==> config.mk <==
export PLATFORM = sky130hd
export DESIGN_NAME = loop_counter
export DESIGN_NICKNAME = d
export VERILOG_FILES = /design/src/rtl/loop_counter.sv
export VERILOG_INCLUDE_DIRS = /design/src /design/src/rtl
export SDC_FILE = /design/constraint.sdc
export NUM_CORES = 1
export LEC_CHECK = 0
export BUFFER_PORTS_ARGS = -buffer_cell sky130_fd_sc_hd__buf_2
export CORE_AREA = 2 2 39 41
export CTS_CLUSTER_SIZE = 40
export DETAILED_ROUTE_END_ITERATION = 12
export DIE_AREA = 0 0 41 43
export GPL_ROUTABILITY_DRIVEN = 0
export RECOVER_POWER = 100
export SLEW_MARGIN = 20
export SYNTH_ARGS = -nofsm -noshare
export SYNTH_HDL_FRONTEND = slang
export SYNTH_SLANG_ARGS = --single-unit
==> constraint.sdc <==
create_clock -name aclk -period 1.2 [get_ports aclk]
set_input_delay 0.24 -clock aclk [delete_from_list [all_inputs] [get_ports aclk]]
set_output_delay 0.24 -clock aclk [all_outputs]
set_load 0.01 [all_outputs]
==> src/rtl/wrot_config.svh <==
`ifndef WROT_CONFIG_SVH
`define WROT_CONFIG_SVH

// Datapath sizes
`define WROT_WORD_W  8              // One weight word
`define WROT_COLS    8              // Processing columns, words per output row
`define WROT_S_W     32             // Input beat, half an output row
`define WROT_M_W     64             // Output row

// Weight bank
`define WROT_DEPTH   64             // Rows per bank
`define WROT_LAT     2              // Read latency in cycles

// Header field widths
`define WROT_KW2_W   2
`define WROT_CIN_W   4
`define WROT_COLS_W  4
`define WROT_BLK_W   3
`define WROT_ADDR_W  6

`endif

==> src/rtl/loop_counter.sv <==
`timescale 1ns/1ps
`include "wrot_config.svh"

module loop_counter #(
  parameter int WIDTH = 4
) (
  input  logic             aclk,
  input  logic             i_clear,
  input  logic             i_en,
  input  logic [WIDTH-1:0] i_max,
  output logic [WIDTH-1:0] o_count,
  output logic             o_first,
  output logic             o_last,
  output logic             o_wrap    // Steps the next counter out
);

  always_ff @(posedge aclk) begin
    if (i_clear)
      o_count <= '0;
    else if (i_en)
      o_count <= o_last ? '0 : o_count + 1'b1;
  end

  assign o_first = (o_count == '0);
  assign o_last  = (o_count == i_max);
  assign o_wrap  = o_last && i_en;

endmodule

After elaboration in Yosys (flattened, before gate mapping)
Index checks and enable logic that the tools add are counted.
{"block": "classes", "addsub": 1, "n_eq_ne": 1, "mux": 1, "reduce_logical": 2}
{"cell": "adder 4 x 1 -> 4 bit (second input constant)", "count": 1}
{"cell": "equality test 4 bit", "count": 1}
{"cell": "zero test 4 bit", "count": 1}
{"cell": "2-to-1 mux 4 bit", "count": 1}
{"cell": "logical AND 1 bit", "count": 1}
{"block": "totals", "ff_bits": 4, "in_bits": 7, "out_inout_bits": 7, "wordCells": 6}

Logic depth before layout (Yosys ltp)
{"block": "logic_depth", "depth_word": 2, "depth_mapped": 5, "mapped_depth_nobuf": 5}

Least setup slack after synthesis
No wires, ideal clock.
{"block": "synth_path", "kind": "register to output", "start": "reg o_count[1]", "end": "out o_wrap", "arrival_time_ns": 1.242, "required_ns": 0.960, "path_slack_ns": -0.282, "path_stages_with_launch": 4, "path_buffers": 0, "path_cell_list": "dfxtp_1 -> xor2_1 -> nor4_4 -> and2_1"}
{"block": "synth_via", "elab_chain_cells": 2}
{"element": "from (decl)", "line": "loop_counter.sv:11", "rtl": "output logic [WIDTH-1:0] o_count,"}
{"element": "from (signal assigned)", "line": "loop_counter.sv:21", "rtl": "o_count <= o_last ? '0 : o_count + 1'b1;"}
{"element": "equality test 4 bit", "line": "loop_counter.sv:25", "rtl": "assign o_last = (o_count == i_max);"}
{"element": "net o_last", "line": "loop_counter.sv:13", "rtl": "output logic o_last,"}
{"element": "logical AND 1 bit", "line": "loop_counter.sv:26", "rtl": "assign o_wrap = o_last && i_en;"}
{"element": "to (decl)", "line": "loop_counter.sv:14", "rtl": "output logic o_wrap"}
The timed path passes the listed nets, and every way through them passes these cells.

Worst setup path in the final report
{"block": "layout_path", "start": "reg o_count[0]", "end": "out o_wrap"}
{"block": "layout_via", "elab_chain_cells": 2}
{"element": "equality test 4 bit", "line": "loop_counter.sv:25"}
{"element": "logical AND 1 bit", "line": "loop_counter.sv:26"}
No other way between the ends.

==> results.tsv <==
metric	value	unit
cts_htree_levels	1	
cts.sinks	4	
syn_avg_cell_area	10.57	um2
post-route-cell-area	700.7	um2
synth.distinct_cells	17	
num_vias	342	
grt_first_pass_wirelength	1497	um
ys_seq_area_share	24.43	%
yosys-top-cells-area	dfxtp_1, xor2_2, o41ai_1, xor2_1, ha_1	
synth_fp_nets	40	
numCtsBuffers	3	
clock_skew	0.004589	ns
netlist_area	327.8	um2
core_area	1384	um2
finalMaxSlewViolations	0	
cp.required	0.96	ns
cp-start-kind	flip-flop	
power_density	767.8	nW/um2
slew_headroom	79.72	%
dieWidth	41	um
regMostFlops	o_count	
ant_nets	0	
cts_hold_buf	0	
die_area	1763	um2
insertion_delay	0.24	ns
top_regs	o_count (4)	
syn2layout_area_growth	113.7	%
fin_crit	1.571	ns
largest_reg_flops	4	
grt_usage	13.28	%
r2r-start	o_count[0]	
rows	14	
first_pass_iters	2	
diodes	0	
path_class	reg2out	
grt_max_degree	10	
drtIter0Drc	1	
max_freq	0.6365	GHz
pin_count	14	
antenna_found_initial	0	
yosysTopAreaCellShare	24.43	%
die_h	43	um
drc	0	
place_ws	-0.2117	ns
synth_top_cell_by_area	dfxtp_1	
routed_wl	970	um
p_leak	0.2923	nW
setup.worst_path.end_class	output pin	
syn_inst	31	
violations	negative setup slack	
min_path_type	in2reg	
final_nets	73	
rsz0062_at_grt	true	
grt_pass1_vias	346	
max-cap-violations	0	
final_util	50.63	%
grt_overflow	0	
yosys_warnings	0	
layout-drive-gt1-share	77.78	%
via_per_inst	4.329	
tightest_slew	0.3031	ns
placed_cell_area	501.7	um2
cp_max_fo	3	
finalSetupViolCount	8	
ir_drop	0.3915	mV
min_path_cells	2	
ff2ff_path_depth	7	
crit_path_start	o_count[0]	
holdCritStartpoint	i_clear	
cts.path.max_buffers	2	
crit_arrival	1.33	ns
setup_slack	-0.3712	ns
clk_pin_slew	0.04	ns
wl_per_cell	12.28	um
cts.root.buffer_cell	clkbuf_4	
status	finished, violations left	
synth_seq_cells	4	
dp_hpwl	680.2	um
start_util	23.69	%
fin_crit_sh	130.9	%
tns	-1.345	ns
cts_tree	done	
io_buffers	13	
finalHoldViolCount	0	
[routing by layer]
metal	vias to the layer above	wire, um	global-route usage, %
li1	177	-	-
met1	156	397	17.15
met2	7	526	18.13
met3	2	32	4.712
met4	0	14	8.000
met5	-	0	0
[cells in the mapped netlist]
master and n:
ha_1 2, and2b_1 1, inv_1 2, nor3b_1 1
or2b_1 3, and4bb_2 1, nand4_1 1, and2_1 2
a21oi_1 2, o41ai_1 3, xor2_1 3, xor2_2 2
o221ai_1 1, nor4_4 1, a211oi_2 1, dfxtp_1 4
or3b_2 1
[report_power, final]
part	switching [mW]	internal (mW)
combinational	0.0918	0.116
clock	0.0574	0.125
sequential	0.0107	0.137
total	0.160	0.378
[cell families after synthesis]
kind of cell / count (synthesis) / share of synthesized area, %
simple gates: 11 / 30.15
compound gates: 7 / 17.56
xor+xnor: 5 / 17.94
flops: 4 / 24.43
buf+inv: 2 / 2.291
fa+ha+maj: 2 / 7.632
[final cells by class]
cell class                      count  area, um2
Clock buffer                        4      26.28
Fill cell                         136      683.2
Inverter                            2      7.507
Multi-Input combinational cell     25      336.6
Sequential cell                     4      92.59
Tap cell                           16      20.02
Timing Repair Buffer               28      217.7
[cell usage in the layout (no fill, tap or decap), types with 2 or more instances in the layout]
cell type  count
a21oi_1        2
and2_4         2
buf_2          8
buf_4          9
buf_6          9
clkbuf_1       2
clkbuf_4       3
dfxtp_4        3
inv_1          2
o41ai_2        2
or2b_1         3
xor2_1         2
xor2_4         3
[metrics by stage]
stage                     instances  power, mW  hold slack (ns)
final                            79     0.5380           0.2585
after global routing             79     0.5787           0.2528
after CTS                        78     0.5229           0.2538
after detailed placement         69     0.2795           0.4771
after global placement           69     0.2787           0.4806
after floorplan                  31     0.2119           0.2973
[worst max-delay path, cell delays in order (launching register included)]
cell	delay (ns)
dfxtp_4	0.36
xor2_4	0.16
nor4_4	0.28
and2_4	0.19
buf_6	0.09
[worst paths after layout]
check | endpoint | slack [ns]
max reg2reg | o_count[1] | -0.12
min | o_count[3] | 0.26
min reg2reg | o_count[3] | 0.76
max | o_wrap | -0.37
[timing repair]
action / 4_1_cts / 5_1_grt
endpoints found under the setup margin: 7 / 9
buffers inserted: 5 / 2
gates resized for setup: 19 / 5
hold endpoints to repair: 0 / 0
pin swaps: 7 / 4
(Power assumes the default switching activity.)
