===== config.mk =====
export PLATFORM = sky130hd
export DESIGN_NAME = weight_bank
export DESIGN_NICKNAME = d
export VERILOG_FILES = /design/src/rtl/weight_bank.sv
export VERILOG_INCLUDE_DIRS = /design/src /design/src/rtl
export SDC_FILE = /design/constraint.sdc
export NUM_CORES = 2
export LEC_CHECK = 0
export ABC_AREA = 1
export BUFFER_PORTS_ARGS = -buffer_cell sky130_fd_sc_hd__buf_4
export CELL_PAD_IN_SITES_DETAIL_PLACEMENT = 2
export CELL_PAD_IN_SITES_GLOBAL_PLACEMENT = 2
export CORE_UTILIZATION = 42
export CTS_BUF_LIST = sky130_fd_sc_hd__clkbuf_8
export DETAILED_ROUTE_END_ITERATION = 10
export PLACE_DENSITY_LB_ADDON = 0.12
export SYNTH_ARGS = -nofsm -noshare
export SYNTH_HDL_FRONTEND = slang
export SYNTH_SLANG_ARGS = --single-unit

===== constraint.sdc =====
create_clock -name aclk -period 5.89 [get_ports aclk]
set_input_delay 0.2945 -clock aclk [delete_from_list [all_inputs] [get_ports aclk]]
set_output_delay 0.2945 -clock aclk [all_outputs]
set_load 0.005 [all_outputs]

===== src/rtl/wrot_config.svh =====
`ifndef WROT_CONFIG_SVH
`define WROT_CONFIG_SVH

// Datapath sizes
`define WROT_WORD_W  8              // One weight word
`define WROT_COLS    8              // Processing columns, words per output row
`define WROT_S_W     32             // Input beat, half an output row
`define WROT_M_W     64             // Output row

// Weight bank
`define WROT_DEPTH   64             // Rows per bank
`define WROT_LAT     2              // Read latency in cycles

// Header field widths
`define WROT_KW2_W   2
`define WROT_CIN_W   4
`define WROT_COLS_W  4
`define WROT_BLK_W   3
`define WROT_ADDR_W  6

`endif


===== src/rtl/weight_bank.sv =====
`timescale 1ns/1ps
`include "wrot_config.svh"

module weight_bank (
  input  logic                    aclk,
  input  logic                    aresetn,
  input  logic                    i_clear,     // Restart both pointers
  input  logic                    i_wen,
  input  logic [`WROT_M_W-1:0]    i_wdata,
  input  logic [`WROT_ADDR_W-1:0] i_rows_1,    // Last read address before wrap
  input  logic                    i_ren,
  output logic [`WROT_M_W-1:0]    o_rdata
);

  logic [`WROT_M_W-1:0]    mem [`WROT_DEPTH];
  logic [`WROT_ADDR_W-1:0] wptr;
  logic [`WROT_ADDR_W-1:0] rptr;

  // Read data pipe, stage 0 is the array output register
  logic [`WROT_LAT-1:0][`WROT_M_W-1:0] pipe;

  always_ff @(posedge aclk) begin
    if (!aresetn || i_clear) begin
      wptr <= '0;
      rptr <= '0;
    end else begin
      if (i_wen)
        wptr <= wptr + 1'b1;
      if (i_ren) begin
        if (rptr == i_rows_1)
          rptr <= '0;
        else
          rptr <= rptr + 1'b1;
      end
    end
  end

  always_ff @(posedge aclk) begin
    if (i_wen)
      mem[wptr] <= i_wdata;
  end

  // Fixed latency, later stages shift every cycle
  always_ff @(posedge aclk) begin
    if (i_ren)
      pipe[0] <= mem[rptr];
    for (int k = 1; k < `WROT_LAT; k++) begin
      pipe[k] <= pipe[k-1];
    end
  end

  assign o_rdata = pipe[`WROT_LAT-1];

endmodule


## After elaboration in Yosys (flattened, before gate mapping)

Memory sizes are Yosys's and may differ from the RTL's. A register that Yosys moved wholly into a read port is not among the register bits.
Cells that the tools add are included.

- Add/sub/neg operators: 2
- Equality and inequality tests: 1
- Multiplexer cells: 3
- Reduce and logical (&&, ||, !) cells: 2

Operator list:

| kind | count |
|---|---|
| 6-bit by 1-bit adder with 6-bit output (second input constant) | 2 |
| 6-bit == test | 1 |
| 6-bit two-way mux | 1 |
| 1-bit two-way mux | 2 |
| 1-bit logical NOT | 1 |
| 1-bit logical OR | 1 |

- Register bits: 76
- Memory bits (writable): 4096
- Output and inout bits: 64
- Logic and storage cells: 12
- Memories: 1

Memory list:

| name | depth | width | read ports | clocked after memory_dff | wr ports | RTL line | text |
|---|---|---|---|---|---|---|---|
| mem | 64 | 64 | 1 | 1 | 1 | weight_bank.sv:15 | `` logic [`WROT_M_W-1:0] mem [`WROT_DEPTH]; `` |

## Depth between registers and ports, before layout

- Depth in word-level cells: 2
- Mapped depth: 13
- Depth with buffers taken out: 9

## Worst setup path after synthesis

No wires, ideal clock.

- Kind: reg2reg
- Start point: register wptr[1]
- End point: memory mem[7][0] in the netlist's numbering (enable)
- Library setup time: 0.564 ns
- Arrival time: 5.227 ns
- Setup slack: 0.099 ns
- Cell stages (with the launch flop): 4
- Buffers on the path: 1
- Clock period less this slack: 5.791 ns
- Cell sequence: dfxtp_1 > clkbuf_1 > nand3_1 > nor3_1

RTL lines:

| item | RTL line | text |
|---|---|---|
| start: declaration | weight_bank.sv:16 | `` logic [`WROT_ADDR_W-1:0] wptr; `` |
| start signal: assignment | weight_bank.sv:28 | `wptr <= wptr + 1'b1;` |
| end: declaration | weight_bank.sv:15 |  |

Straight into the memory's write port.

## Final worst setup path

- Start point: register rptr[0]
- End point: register rptr[1]

- Word-level cells in the longest chain between the ends: 2

Ends and longest elaborated chain:

| item | RTL line | text |
|---|---|---|
| start: declaration | weight_bank.sv:17 | `` logic [`WROT_ADDR_W-1:0] rptr; `` |
| start signal: assignment | weight_bank.sv:33 | `rptr <= rptr + 1'b1;` |
| 6-bit by 1-bit adder with 6-bit output / 6-bit == test (equally long branches) | weight_bank.sv:33, weight_bank.sv:30 |  |
| 6-bit two-way mux * | weight_bank.sv:30 | `if (rptr == i_rows_1)` |

Mark *: on every way between the ends. The rest lies on a longest branch, timed or not.
A chain may end at the register's enable or synchronous reset.

==> results_dict.tcl <==
set metrics [dict create \
    wl_met1_um 273000 \
    route.detailed.drc 0 \
    whs_ps 107 \
    layout_commonest_cell "nand2_1" \
    start_util 0.423 \
    highest_layer "met5" \
    leakage_nw 66.0 \
    drive_gt1_frac 0.0915 \
    max_stage_delay_ps 1010 \
    die-area_mm2 0.402 \
    syn_area_mm2 0.168 \
    path_cells "buf_4 > buf_4 > xor2_1 > a21oi_1 > dlygate4sd3_1 > nand3_1 > dlygate4sd3_1 > nand3_1 > a21oi_1" \
    cts.htree.levels 6 \
    cts_tree "built" \
    clk_pin_slew_ps 60 \
    hold_path_class "in -> reg" \
    crit_type "reg -> reg" \
    slew_viol_final 0 \
    route.vias.total 120000 \
    ys_ff_latch 4236 \
    routed_via_density 6.08 \
    worstMarginPinSlew_ps 1430 \
    synth_cells 13600 \
    crit_arrival_ps 5720 \
    worstSkewPairLatency_ps 1300 \
    grt_pass1_wl_um 950000 \
    rsz0062_at_grt "false" \
    path_max_fanout 60 \
    final_nets 13900 \
    antenna_left 0 \
    grt_usage 0.332 \
    core_mm2 0.397 \
    synth_top_cells_by_area "edfxtp_1 75%, nand3_1 12%, nand2_1 9.9%" \
    first_pass_iters 5 \
    grt_pass1_vias 128000 \
    post_cts_resized 0 \
    cp.required_ps 7030 \
    slew_headroom 0.0489 \
    fp-row-count 231 \
    mostFrequentLayoutCells "4439 x nand2_1, 4160 x edfxtp_1, 3853 x nand3_1" \
    root_buffer "clkbuf_8" \
    postCtsSetupBuffers 0 \
    fill_cells 38900 \
    hpwl_um 337000 \
    wl_um 675000 \
    ys.warnings.count 0 \
    area.sequential_mm2 0.126 \
    ir_drop_v 0.000245 \
    fmax_mhz 219 \
    yosysSeqAreaShare 0.754 \
    setup_tns_ps 0 \
    area_growth_pct 12.1 \
    slowest_stage "dfxtp_4" \
    port-buffer-count 138 \
    grt_overflow 0 \
    status "finished clean" \
    die_h_um 634 \
    crit_path_start_kind "flip-flop" \
    power_density_mw_per_mm2 319 \
    syn_area_per_cell_um2 12.3 \
    grt_max_degree 183 \
    post_synth_num_cell_types 24 \
    gp_congestion 0.776 \
    wl_per_cell_um 34.3 \
    end_kind "flip-flop" \
    die_w_um 634 \
    io_pins 139 \
    ctsHoldBuffers 78 \
    synth_edf_count 4160 \
    rrSetupSlack_ps 1320 \
    cts_sinks 4236 \
    synth_top_area_frac 0.745 \
    cts_made_buffers 719 \
    synth.net_count 13700 \
    wl_met3_um 44200 \
    wl_met2_um 330000 \
    antenna_found_initial 46 \
    finalSetupViolCount 0 \
    finClkSkew_ps 47.4 \
    min_period_over_period 0.777 \
    synthArstFlopShare 0 \
    first_iter_violations 12200 \
    final-hold-violation-count 0 \
    cap_viol_max_count 0 \
    yosysTopAreaCell "edfxtp_1" \
    layout_min_cycle_time_ps 4570 \
    synth-main-ff-cell "edfxtp_1" \
    multi_input_area_mm2 0.0370 \
    clk_path_buf_depth 4 \
]
Yosys cell counts, types with 2 or more instances:
cell	count
dfxtp_1	76
edfxtp_1	4160
o21ai_0	2
nand2_1	4439
or2_2	2
buf_1	94
xor2_1	4
clkbuf_1	313
nor3_1	10
a21oi_1	11
buf_4	112
inv_1	20
nor2_1	77
ha_1	2
nand3_1	3853
buf_2	443
nand4_1	3
state kept, by name, indices dropped and copies added (netlist names):
signal   cells
wptr         6
mem       4096
rptr         6
o_rdata     64
pipe        64
stage by stage:
| stage | instance area, um^2 | power (W) | setup WS (ps) | utilization | std cells |
|---|---|---|---|---|---|
| final | 188000 | 0.0600 | 1320 | 0.474 | 19700 |
| after global routing | 188000 | 0.0618 | 1310 | 0.474 | 19700 |
| after CTS | 188000 | 0.0603 | 1440 | 0.474 | 19700 |
| after detailed placement | 174000 | 0.0362 | 2110 | 0.440 | 18300 |
| after global placement | 174000 | 0.0360 | 2240 | 0.440 | 18300 |
| after floorplan | 168000 | 0.0350 | 98.9 | - | 13600 |
cell families after synthesis:
group	share of synthesized area
buffers and inverters	0.0280
AOI/OAI and AO/OA	0.000440
and+or+nand+nor	0.217
adders and majority gates	0.000149
xor gates and xnor gates	0.000209
DFF	0.754
final timing paths:
kind	from	end	cells after the start
max reg2reg	rptr[0]	rptr[1]	9
min	i_wen	wptr[2]	4
min reg2reg	pipe[49]	o_rdata[49]	0
max	rptr[0]	rptr[1]	9
layer usage:
metal,vias to the layer above,track usage
met5,-,0
met4,22,0.128
met3,1315,0.0484
met2,4727,0.560
met1,64500,0.433
li1,49100,-
report_power, final:
group          total (W)  switching (W)  internal [W]
Sequential        0.0333       0.000110        0.0332
Clock             0.0244         0.0124        0.0119
Combinational    0.00229        0.00175      0.000537
cell type report:
cell class              instances  share of cell area
diodes                         24            0.000320
clock buffers                 759              0.0556
clock inverters               526              0.0121
inverters                      23            0.000732
multi-input cells            8406               0.197
flip-flops and latches       4236               0.673
well taps                    5242              0.0349
repair buffers                477              0.0267
critical path, delay by kind of cell, from the launching register on:
family                 cells  cell delay, ps
buffers and inverters      4            2670
flip-flops                 1            1010
AO/OA/AOI/OAI              2             230
AND/OR/NAND/NOR            2             230
XOR/XNOR                   1             170
Note: power is estimated with default switching activity, not from simulation.
