`src/rtl/wrot_config.svh`:
```
`ifndef WROT_CONFIG_SVH
`define WROT_CONFIG_SVH

// Datapath sizes
`define WROT_WORD_W  8              // One weight word
`define WROT_COLS    8              // Processing columns, words per output row
`define WROT_S_W     32             // Input beat, half an output row
`define WROT_M_W     64             // Output row

// Weight bank
`define WROT_DEPTH   64             // Rows per bank
`define WROT_LAT     2              // Read latency in cycles

// Header field widths
`define WROT_KW2_W   2
`define WROT_CIN_W   4
`define WROT_COLS_W  4
`define WROT_BLK_W   3
`define WROT_ADDR_W  6

`endif

```
`src/rtl/wrot_pkg.sv`:
```
`include "wrot_config.svh"

package wrot_pkg;

  localparam int HDR_W = `WROT_KW2_W + `WROT_CIN_W + `WROT_COLS_W + `WROT_BLK_W + `WROT_ADDR_W;
  localparam int BEAT_WORDS = `WROT_S_W / `WROT_WORD_W;

  // Configuration header, low bits hold kw2
  typedef struct packed {
    logic [`WROT_S_W-HDR_W-1:0] pad;       // Zero fill up to beat width
    logic [`WROT_ADDR_W-1:0]    rows_1;    // Stored rows minus one
    logic [`WROT_BLK_W-1:0]     blocks_1;  // Row blocks minus one
    logic [`WROT_COLS_W-1:0]    cols_1;    // Image columns minus one
    logic [`WROT_CIN_W-1:0]     cin_1;     // Channels minus one
    logic [`WROT_KW2_W-1:0]     kw2;       // Kernel width is 2*kw2+1
  } wrot_hdr_t;

  // One input beat, either the header or four weight words
  typedef union packed {
    wrot_hdr_t                                   hdr;
    logic [BEAT_WORDS-1:0][`WROT_WORD_W-1:0]     w;
  } wrot_beat_u;

  typedef enum logic [2:0] {
    W_IDLE,
    W_GET_HDR,
    W_WRITE,
    W_FLUSH,
    W_SWITCH
  } wrot_wstate_e;

  typedef enum logic [1:0] {
    R_IDLE,
    R_PASS_CFG,
    R_READ,
    R_SWITCH
  } wrot_rstate_e;

endpackage

```
`src/rtl/rotator_ctrl.sv`:
```
`timescale 1ns/1ps
`include "wrot_config.svh"

module rotator_ctrl (
  input  logic                 aclk,
  input  logic                 aresetn,
  // Input stream, header side
  input  logic                 i_s_valid,
  input  logic                 i_s_last,
  input  wrot_pkg::wrot_hdr_t  i_hdr,
  output logic                 o_hdr_ready,
  output logic                 o_hdr_phase,   // Input beats go to the header path
  // Packed rows
  input  logic                 i_row_valid,
  input  logic                 i_row_last,
  output logic                 o_row_ready,
  // Bank controls
  output logic [1:0]           o_wen,
  output logic [1:0]           o_clear,
  output logic [1:0]           o_ren,
  // Read side
  input  logic                 i_m_ready,
  input  logic                 i_out_fire,
  input  logic                 i_blk_wrap,
  output logic                 o_start_read,
  output wrot_pkg::wrot_hdr_t  o_rd_hdr,
  output logic                 o_is_config,
  output logic                 o_read_active,
  output logic                 o_rd_sel
);

  import wrot_pkg::*;

  wrot_wstate_e wstate;
  wrot_rstate_e rstate;
  logic         wr_sel;
  logic         tail;           // Final weight beat already taken
  logic [1:0]   done_write;
  logic [1:0]   done_read;
  wrot_hdr_t    hdr_q [2];
  logic         hdr_fire;
  logic         row_fire;
  logic         start_write;

  assign hdr_fire     = i_s_valid && o_hdr_ready;
  assign row_fire     = i_row_valid && o_row_ready;
  assign start_write  = (wstate == W_IDLE) && done_read[wr_sel];
  assign o_start_read = (rstate == R_IDLE) && done_write[o_rd_sel];

  // Write side
  always_ff @(posedge aclk) begin
    if (!aresetn) begin
      wstate <= W_IDLE;
      wr_sel <= 1'b0;
    end else begin
      case (wstate)
        W_IDLE:    if (start_write) wstate <= W_GET_HDR;
        W_GET_HDR: if (hdr_fire) wstate <= W_WRITE;
        W_WRITE:   if (row_fire && i_row_last) wstate <= W_FLUSH;
        W_FLUSH:   wstate <= W_SWITCH;  // Last row settles in the bank
        W_SWITCH: begin
          wstate <= W_IDLE;
          wr_sel <= !wr_sel;
        end
        default:   wstate <= W_IDLE;
      endcase
    end
  end

  // The packer is always ready in the write state, so valid with last
  // here marks the final input beat
  always_ff @(posedge aclk) begin
    if (!aresetn || wstate != W_WRITE)
      tail <= 1'b0;
    else if (i_s_valid && i_s_last)
      tail <= 1'b1;
  end

  // Read side
  always_ff @(posedge aclk) begin
    if (!aresetn) begin
      rstate   <= R_IDLE;
      o_rd_sel <= 1'b0;
    end else begin
      case (rstate)
        R_IDLE:     if (o_start_read) rstate <= R_PASS_CFG;
        R_PASS_CFG: if (i_out_fire) rstate <= R_READ;
        R_READ:     if (i_blk_wrap) rstate <= R_SWITCH;
        R_SWITCH: begin
          rstate   <= R_IDLE;
          o_rd_sel <= !o_rd_sel;
        end
        default:    rstate <= R_IDLE;
      endcase
    end
  end

  // Bank handover between the two machines
  always_ff @(posedge aclk) begin
    if (!aresetn) begin
      done_write <= 2'b00;
      done_read  <= 2'b11;  // Both banks free to fill
    end else begin
      if (start_write)
        done_write[wr_sel] <= 1'b0;
      if (wstate == W_SWITCH)
        done_write[wr_sel] <= 1'b1;
      if (o_start_read)
        done_read[o_rd_sel] <= 1'b0;
      if (rstate == R_SWITCH)
        done_read[o_rd_sel] <= 1'b1;
    end
  end

  always_ff @(posedge aclk) begin
    if (hdr_fire)
      hdr_q[wr_sel] <= i_hdr;
  end

  assign o_hdr_ready   = (wstate == W_GET_HDR);
  assign o_hdr_phase   = (wstate != W_WRITE) || tail;
  assign o_row_ready   = (wstate == W_WRITE);
  assign o_rd_hdr      = hdr_q[o_rd_sel];
  assign o_is_config   = (rstate == R_PASS_CFG);
  assign o_read_active = (rstate == R_READ);

  always_comb begin
    for (int i = 0; i < 2; i++) begin
      o_wen[i]   = (wr_sel == i) && (wstate == W_WRITE) && i_row_valid;
      o_clear[i] = (wr_sel == i) && (wstate == W_GET_HDR);
      o_ren[i]   = (o_rd_sel == i) && (rstate == R_READ) && i_m_ready;  // Skid never overflows
    end
  end

endmodule

```
`config.mk`:
```
export PLATFORM = sky130hd
export DESIGN_NAME = rotator_ctrl
export DESIGN_NICKNAME = d
export VERILOG_FILES = /design/src/rtl/wrot_pkg.sv /design/src/rtl/rotator_ctrl.sv
export VERILOG_INCLUDE_DIRS = /design/src /design/src/rtl
export SDC_FILE = /design/constraint.sdc
export NUM_CORES = 1
export LEC_CHECK = 0
export ABC_AREA = 1
export BUFFER_PORTS_ARGS = -buffer_cell sky130_fd_sc_hd__buf_2
export CAP_MARGIN = 20
export CORE_ASPECT_RATIO = 0.7
export CORE_MARGIN = 3
export CORE_UTILIZATION = 45
export DETAILED_ROUTE_END_ITERATION = 12
export PLACE_DENSITY = 0.73
export SETUP_SLACK_MARGIN = 0.2
export SYNTH_ARGS = -nofsm -noshare
export SYNTH_HDL_FRONTEND = slang
export SYNTH_SLANG_ARGS = --single-unit
```
`constraint.sdc`:
```
create_clock -name aclk -period 2.3 [get_ports aclk]
set_clock_uncertainty 0.05 [all_clocks]
set_input_delay 0.23 -clock aclk [delete_from_list [all_inputs] [get_ports aclk]]
set_output_delay 0.23 -clock aclk [all_outputs]
set_load 0.005 [all_outputs]
```
## After elaboration in Yosys (flattened, before gate mapping)

Memory sizes are Yosys's and may differ from the RTL's. A register that Yosys moved wholly into a read port is not among the register bits.
Cells that the tools add are included.

- Add/sub/neg operators: 0
- Multipliers: 0
- Divide/modulo/power cells: 0
- $lt $le $gt $ge: 4
- Equality and inequality tests: 14
- Shift-type cells: 0
- Muxes and demuxes: 26
- Bitwise operators: 8
- Reduce and logical (&&, ||, !) cells: 27

Operator list:

| cell | number |
|---|---|
| 1-bit logical AND | 18 |
| 2-bit 2-to-1 mux | 9 |
| 3-bit case mux with 4 select lines | 1 |
| 1-bit 2-to-1 mux | 10 |
| 3-bit 2-to-1 mux | 3 |
| 2-bit inequality test, second input constant | 4 |
| 2-bit case mux with 4 select lines | 1 |
| 3-bit by 2-bit == test with 1-bit output, second input constant | 2 |
| 3-bit AND reduction | 2 |
| 2-bit AND | 2 |
| 2-bit == test, second input constant | 2 |
| 1-bit by 2-bit < comparator with 1-bit output, second input constant | 2 |
| 2-bit by 1-bit inequality test with 1-bit output, second input constant | 2 |
| 2-bit inverter | 2 |
| 2-bit bitwise OR | 2 |
| 3-bit by 1-bit == test with 1-bit output, second input constant | 1 |
| 3-bit == test, second input constant | 1 |
| 1-bit logical NOT | 3 |
| 3-bit logical NOT | 1 |
| 3-bit by 2-bit inequality test with 1-bit output, second input constant | 1 |
| 1-bit demux with 1-bit select | 2 |
| 2-bit by 1-bit == test with 1-bit output, second input constant | 1 |
| 1-bit >= comparator, second input constant | 2 |
| 2-bit logical NOT | 1 |
| other kinds (2) | 4 |

- Register bits: 12
- Latch bits: 0
- Memory bits (writable): 64
- Bits in read-only memories: 0
- Input bits: 41
- Output and inout port bits: 45
- Logic and storage cells: 87
- Memories kept: 1

Memory list:

| name | words | width | rd ports | clocked after memory_dff | write ports | RTL line | text |
|---|---|---|---|---|---|---|---|
| hdr_q | 2 | 32 | 1 | 1 | 1 | rotator_ctrl.sv:40 | `wrot_hdr_t hdr_q [2];` |

## Depth between registers and ports, before layout

Gate-level depths: netlist of the first run.

- Depth in word-level cells: 10
- Depth in mapped cells: 9
- Gate-level depth less buffers: 8

## Worst setup path before layout of the first run

Ideal clock, no wire load.

- Path type: flip-flop to flip-flop
- Start: register wstate[0]
- End: memory hdr_q[0][0] (netlist name), enable pin
- Library setup time: 0.421 ns
- Data arrival time: 2.076 ns
- Data required time: 1.829 ns
- Slack: -0.247 ns
- Cell stages (with the launch flop): 5
- Buffers on the path: 0
- Clock period less this slack: 2.547 ns
- Path through: dfxtp_1 -> inv_2 -> nor3_2 -> nand2_1 -> nor2_1

- Word-level cells in the longest chain between the ends: 4

RTL lines:

| item | RTL line | text |
|---|---|---|
| from (decl) | rotator_ctrl.sv:34 | `wrot_wstate_e wstate;` |
| from (signal assigned) | rotator_ctrl.sv:53 | `wstate <= W_IDLE;` |
| from (signal assigned) | rotator_ctrl.sv:57 | `W_IDLE: if (start_write) wstate <= W_GET_HDR;` |
| from (signal assigned) | rotator_ctrl.sv:58 | `W_GET_HDR: if (hdr_fire) wstate <= W_WRITE;` |
| 3-bit by 1-bit == test with 1-bit output | rotator_ctrl.sv:120 | `assign o_hdr_ready = (wstate == W_GET_HDR);` |
| via o_hdr_ready | rotator_ctrl.sv:11 | `output logic o_hdr_ready,` |
| 1-bit logical AND | rotator_ctrl.sv:45 | `assign hdr_fire = i_s_valid && o_hdr_ready;` |
| 1-bit 2-to-1 mux | rotator_ctrl.sv:116 | `if (hdr_fire)` |
| 1-bit 2-to-1 mux (not written as such) | rotator_ctrl.sv:117 | `hdr_q[wr_sel] <= i_hdr;` |
| to (decl) | rotator_ctrl.sv:40 |  |

The timed path passes the listed nets, and every way through them passes these cells.

==> results of run 1 <==
cells by family (layout without fill, tap and decap cells):
family                   Yosys count  count (layout)  synth area share, %
buffers and inverters             25             126                 4.01
AO/OA/AOI/OAI                     14              14                 2.48
flip-flops                        77              77                 72.2
AND/OR/NAND/NOR                   54              54                 7.74
multiplexers                      32              32                 11.9
adder cells (fa/ha/maj)            4               4                 1.66
per-stage QoR:
stage | TNS (ns) | total power [µW]
finish | 0 | 3040
global route | 0 | 3160
CTS | 0 | 3070
detailed placement | 0 | 1900
global placement | 0 | 1890
floorplan | -15.80 | 1760
report_power, final:
group / internal (µW) / switching [µW]
sequential: 1570 / 21.4
combinational: 125 / 153
clock: 716 / 457
state kept, by name, summed over array words and instances (netlist names), named ones only:
name / flops
tail: 1
rstate: 2
hdr_q: 64
o_rd_sel: 1
wstate: 3
wr_sel: 1
per-layer routing:
metal / wire length, µm / track usage (%)
met5: 0 / 0
met4: 38 / 5.31
met3: 454 / 7.46
met2: 2400 / 21.5
met1: 2690 / 19.0
worst max path at each step:
stage / start / end / slack, ns / cells past startpoint
after CTS: flip-flop / o_rd_hdr[19] / 0.41 / 3
after detailed placement: wstate[1]$_SDFFE_PN0P_ / hdr_q[1][16]$_DFFE_PP_ / 0.52 / 4
after global placement: wstate[0]$_SDFFE_PN0P_ / hdr_q[1][29]$_DFFE_PP_ / 0.57 / 5
final: flip-flop / o_rd_hdr[19] / 0.44 / 3
after floorplan: wstate[0]$_SDFFE_PN0P_ / hdr_q[0][0]$_DFFE_PP_ / -0.25 / 4
after global routing: flip-flop / o_rd_hdr[19] / 0.36 / 3
final cells by class:
cell class	instances	area [µm²]
sequential	77	2180
clock inverter	6	111
inverter	20	75.1
tap	91	114
timing repair buffer	91	488
multi-input combinational	104	734
fill	536	2540
clock buffer	9	124
layout by cell type (no fill, tap or decap):
master and count:
dlygate4sd3_1 2, clkbuf_8 9, o21a_1 2, o21ai_0 4, buf_2 85, edfxtp_1 64, nor4_1 1, inv_1 16
a21oi_1 8, clkinv_1 1, clkinvlp_4 1, nor2_4 2, nor2_1 10, bufinv_16 3, buf_4 3, nand3_1 6
mux2_2 30, clkinv_2 1, nor3_1 3, or2_1 1, nand4_1 1, nand2_1 28, mux2_1 2, buf_12 1
ha_1 4, inv_2 3, nor3_2 2, inv_6 1, dfxtp_1 13
what timing repair did:
action	in CTS	in global routing
endpoints found under the hold margin	0	3
setup endpoints to repair	0	0
hold buffers	0	2
==> flow_summary.toml, run 1 <==
[floorplan]
ios = 86
fp-row-count = 24
placeableCoreArea_mm2 = 0.00637
initial_core_util_pct = 47.5
die-area_mm2 = 0.00775
fp.dieW_um = 104
die_y_um = 74.6

[worst_setup_path]
path_cells = "buf_4, mux2_1, buf_2"
cp.arrival_ns = 1.58
path_buf_inv = 2
reg2reg_slack_ns = 0.51
slowest_delay_ns = 0.40
r2r-end = "hdr_q[1][21]$_DFFE_PP_"
crit_family = "buffers and inverters"
crit_type = "reg2out"
critPathRequiredTime_ns = 2.02
critPathLaunchType = "flip-flop"
crit_path_end_kind = "primary output"
cp_slowest_cell = "mux2_1"
rr_worst_depth = 4
crit_fanout = 32
r2r-start = "wstate[1]$_SDFFE_PN0P_"

[clock_tree]
cts_root_buffer = "clkbuf_8"
cts_buffer_depth = 2
htree_levels = 3
post_cts_resized = 0
cts_made_buffers = 9
clk-insertion-delay-late_ns = 0.34
cts_tree = "done"
clock-sinks = 77
cts_setup_buffers = 0
clk_pin_slew_ns = 0.08

[placement]
post-place-ws_ns = 0.515
port_buffers = 85
gp_congestion = 0.797
dp_hpwl_um = 4010
placed_cell_area_mm2 = 0.00357
dp_cells = 381

[power]
peakVddDrop_mv = 0.362
p_leak_uw = 0.00155
p_per_area_mw_per_mm2 = 794

[min_path]
hp-class = "in2reg"
worstHoldPathCells = 1
min_to = "hdr_q[1][28]$_DFFE_PP_"
min-delay-start = "i_hdr[28]"

[global_route]
overflow = 0
grt_max_degree = 33
grt_antenna_before_repair = 0
grt_pass1_vias = 1781
grtUsageTotal_pct = 14.7
grt_pass1_wl_um = 8510

[final_layout]
nets = 348
final_layout_size_suffix_gt1_share_pct = 45.9
final_area_mm2 = 0.00383
diodes = 0
fin_util_pct = 60.1
area_delta_synth_final_pct = 26.7
layoutNonFillerInstCount = 398

[routing]
via_per_inst = 4.70
vias = 1872
drc = 0
drtAntennaViolNets = 0
routedWlPerCell_um = 14.0
firstDrtPassIters = 4
wirelength_um = 5580
first_iter_violations = 66

[flow_run]
drv_cap = 0

[run_status]
outcome = "complete, no violations"

[timing]
tightest_slew_ns = 0.440
holdWs_ns = 0.0239
finalCriticalPeriod_ns = 1.86
setup_viol = 0
fmax_ghz = 0.538
relSlewSlack_pct = 70.7
timing.final.ws_setup_ns = 0.443
hold_viol_final = 0
slew_viol_final = 0
period_share_pct = 80.8
rsz0062_at_grt = "no"

[logic_synthesis]
syn_nets = 251
synth_commonest_cells = "edfxtp_1 (64), mux2_2 (30), nand2_1 (28), inv_1 (16), dfxtp_1 (13)"
synthTopCellsByArea = "edfxtp_1 (64%), mux2_2 (11%), dfxtp_1 (8.6%)"
synth_flop_cell = "edfxtp_1"
syn_area_mm2 = 0.00302
synth_warnings = 0
netlist_instances = 206
synth_largest_area_cell = "edfxtp_1"
yosysSeqAreaShare_pct = 72.2
ys_async_sr_fraction_pct = 0
yosysMostFrequentCell = "edfxtp_1"
avgSynthCellArea_um2 = 14.7
synth_edf_count = 64
synth_top_area_share_pct = 63.6
ys_types = 22
synth_seq_cells = 77
No activity file was read; power rests on OpenSTA's default activity.
==> run 2, diff against run 1 <==
ABC_AREA = 0   (was 1)
clock period = 1.6 ns   (was 2.3 ns; I/O delays follow)
==> run 2 against run 1 <==
  * The flow now finishes with violations (negative setup slack)
  * Highest routed layer unchanged
  * Utilization rose by 18 points
  * Worst hold slack improved by 0.056 ns
  * Sequential power grew 43%
  * Combinational power grew to 2.7 times the previous value
  * Largest cell class unchanged
  * Synthesized area shrank 0.46%
  * Sequential share of layout area fell by 13 points
  * Clock-buffer cell count increased by 1
  * Critical path type is now reg2reg
==> flow_summary.toml, run 2 <==
[run_status]
outcome = "finished, violations left"
violations = "negative setup slack"

[clock_tree]
clock-sinks = 77
clk_pin_slew_ns = 0.07
cts_made_buffers = 9
clk-insertion-delay-late_ns = 0.33
cts_buffer_depth = 2
cts_tree = "done"
htree_levels = 3
cts_root_buffer = "clkbuf_8"

[global_route]
overflow = 0
grt_antenna_before_repair = 0
grt_pass1_wl_um = 10600
grt_pass1_vias = 2048
grtUsageTotal_pct = 18.0
grt_max_degree = 17

[final_layout]
largest_register_ffs = 64
top_register = "hdr_q"
final_layout_size_suffix_gt1_share_pct = 55.7
final_common_cell = "edfxtp_1"
area_delta_synth_final_pct = 64.6
reg_top3 = "hdr_q x64, wstate x3, rstate x2"
diodes = 0
nets = 381
final_cell_mix = "edfxtp_1 (64), buf_2 (58), buf_6 (39), dlygate4sd3_1 (32), mux2_4 (24)"

[flow_run]
drv_cap = 0

[power]
p_leak_uw = 0.00197
netSwitchingFraction_pct = 21.0
pwr-share-seq_pct = 48.1
p_clk_share_pct = 35.9
comb_power_share_pct = 16.0
internal-power_uw = 3750
finalPower_uw = 4750
p_per_area_mw_per_mm2 = 959
peakVddDrop_mv = 0.620
p_sw_uw = 999

[timing]
period_share_pct = 103
fin_setup_tns_ns = -0.424
fmax_ghz = 0.608
slew_viol_final = 0
tightest_slew_ns = 0.289
hold_viol_final = 0
relSlewSlack_pct = 80.7
rsz0062_at_grt = "yes"
setup_viol = 14
timing.final.ws_setup_ns = -0.0443
finalCriticalPeriod_ns = 1.64

[floorplan]
die_y_um = 74.4
fp-row-count = 24
die-area_mm2 = 0.00772
placeableCoreArea_mm2 = 0.00637
fp.dieW_um = 104
ios = 86
initial_core_util_pct = 47.3

[worst_setup_path]
r2r-end = "hdr_q[1][20]$_DFFE_PP_"
crit_type = "reg2reg"
critPathLaunchType = "flip-flop"
path_cells = "nor3b_4, buf_4, and3_4, buf_12, buf_6, buf_12"
critPathRequiredTime_ns = 1.61
rr_worst_depth = 6
cp.arrival_ns = 1.65
path_buf_inv = 4
slowest_delay_ns = 0.37
r2r-start = "wstate[1]$_SDFFE_PN0P_"
cp_slowest_cell = "dfxtp_4"
crit_fanout = 7
crit_family = "buffers and inverters"
cp_common_cell = "buf_12"
crit_path_end_kind = "flip-flop"
reg2reg_slack_ns = -0.04

[logic_synthesis]
synth_commonest_cells = "edfxtp_1 (64), mux2_2 (26), dfxtp_1 (13), nand2_1 (10), mux2_1 (6)"
yosysSeqAreaShare_pct = 72.5
yosysMostFrequentCell = "edfxtp_1"
synth_warnings = 0
netlist_instances = 178
ys_async_sr_fraction_pct = 0
synth_flop_cell = "edfxtp_1"
synthTopCellsByArea = "edfxtp_1 (64%), mux2_2 (9.7%), dfxtp_1 (8.6%)"
ys_types = 33
syn_nets = 223
synth_edf_count = 64
syn_area_mm2 = 0.00301
synth_top_area_share_pct = 63.9
synth_largest_area_cell = "edfxtp_1"
avgSynthCellArea_um2 = 16.9
synth_seq_cells = 77

[placement]
gp_congestion = 0.809
port_buffers = 85
dp_hpwl_um = 3940
post-place-ws_ns = 0.103

[routing]
wl_met3_um = 392
drc = 0
drtAntennaViolNets = 0
wirelength_um = 7260
vias = 2074
via_per_inst = 4.80
wl_met2_um = 3610
wl_met1_um = 3160
top_layer = "met4"
routedWlPerCell_um = 16.8
firstDrtPassIters = 4
first_iter_violations = 73

[min_path]
worstHoldPathCells = 2
min-delay-start = "aresetn"
hp-class = "in2reg"
==> run 2: cell count changes after synthesis, sizes merged, moves of 3 or more <==
cell    before  now
a21boi       0    3
a21oi        8    3
and2         0    3
and3         0    3
inv         19    4
mux2i        0    3
nand2       28   10
nand2b       0    3
nand3        6    3
nor2        12    3
nor2b        0    4
nor3         5    1
nor3b        0    3
==> run 2: cell families (layout without fill, tap and decap cells) <==
logic type | Yosys count | after routing | share of synthesized area [%]
AOI/OAI and AO/OA | 13 | 13 | 2.91
xor gates and xnor gates | 1 | 1 | 0.291
adders and majority gates | 4 | 4 | 1.66
buffers and inverters | 11 | 174 | 1.87
DFF | 77 | 77 | 72.5
muxes | 35 | 35 | 13.0
and+or+nand+nor | 37 | 37 | 7.78
==> run 2: area by class of cell <==
cell class                 instances  area [µm²]
tap                               91         114
timing repair buffer             154        1440
sequential                        77        2200
fill                             366        1410
clock inverter                     6         111
multi-input combinational         90         940
inverter                           4        20.0
clock buffer                      10         128
==> run 2: power by group through the flow <==
stage          Sequential (µW)  Combinational, µW  Clock (µW)
4_1_cts                   2280                642        1730
3_5_place_dp              2330                395           0
6_report                  2280                759        1710
2_1_floorplan             2320                206           0
3_3_place_gp              2320                385           0
5_1_grt                   2290                814        1820
==> run 2: what timing repair did <==
item                                    CTS  global route
setup buffers                            22             4
hold endpoints to repair                 64             0
endpoints found under the setup margin   99           110
gates cloned                              5             0
hold buffers                             32             0
gates resized for setup                  51            42
pin swaps                                 9             6
==> run 2: metal layers <==
metal,track usage [%],vias up
met1,22.5,1005
met4,5.75,0
met3,5.90,10
met5,0,-
met2,30.7,69
li1,-,990
==> run 2: worst max path at each step <==
stage | from | end | slack [ns] | cells after the start
4_1_cts | flip-flop | o_rd_hdr[11] | -0.009 | 3
3_3_place_gp | wstate[0]$_SDFFE_PN0P_ | hdr_q[0][27]$_DFFE_PP_ | 0.13 | 3
6_report | wstate[1]$_SDFFE_PN0P_ | hdr_q[1][20]$_DFFE_PP_ | -0.04 | 6
2_1_floorplan | wstate[0]$_SDFFE_PN0P_ | hdr_q[0][0]$_DFFE_PP_ | 0.14 | 2
3_5_place_dp | wstate[0]$_SDFFE_PN0P_ | hdr_q[0][1]$_DFFE_PP_ | 0.10 | 3
5_1_grt | wstate[2]$_SDFFE_PN0P_ | hdr_q[1][16]$_DFFE_PP_ | -0.08 | 6
==> run 2: worst reg2reg max path, delay by kind of cell (launching register included) <==
kind,cells,cell delay [ns]
buffers and inverters,4,0.48
flip-flops,1,0.37
AND/OR/NAND/NOR,2,0.47
==> run 2: metrics by stage <==
| step | util, % | hold slack (ns) | area, µm² | std cells |
|---|---|---|---|---|
| after global routing | 77.8 | 0.0811 | 4950 | 432 |
| after global placement | 57.1 | 0.297 | 3640 | 353 |
| after detailed placement | 57.1 | 0.303 | 3640 | 353 |
| final | 77.8 | 0.0803 | 4950 | 432 |
| after floorplan | - | 0.209 | 3030 | 178 |
| after CTS | 74.3 | 0.0620 | 4730 | 428 |
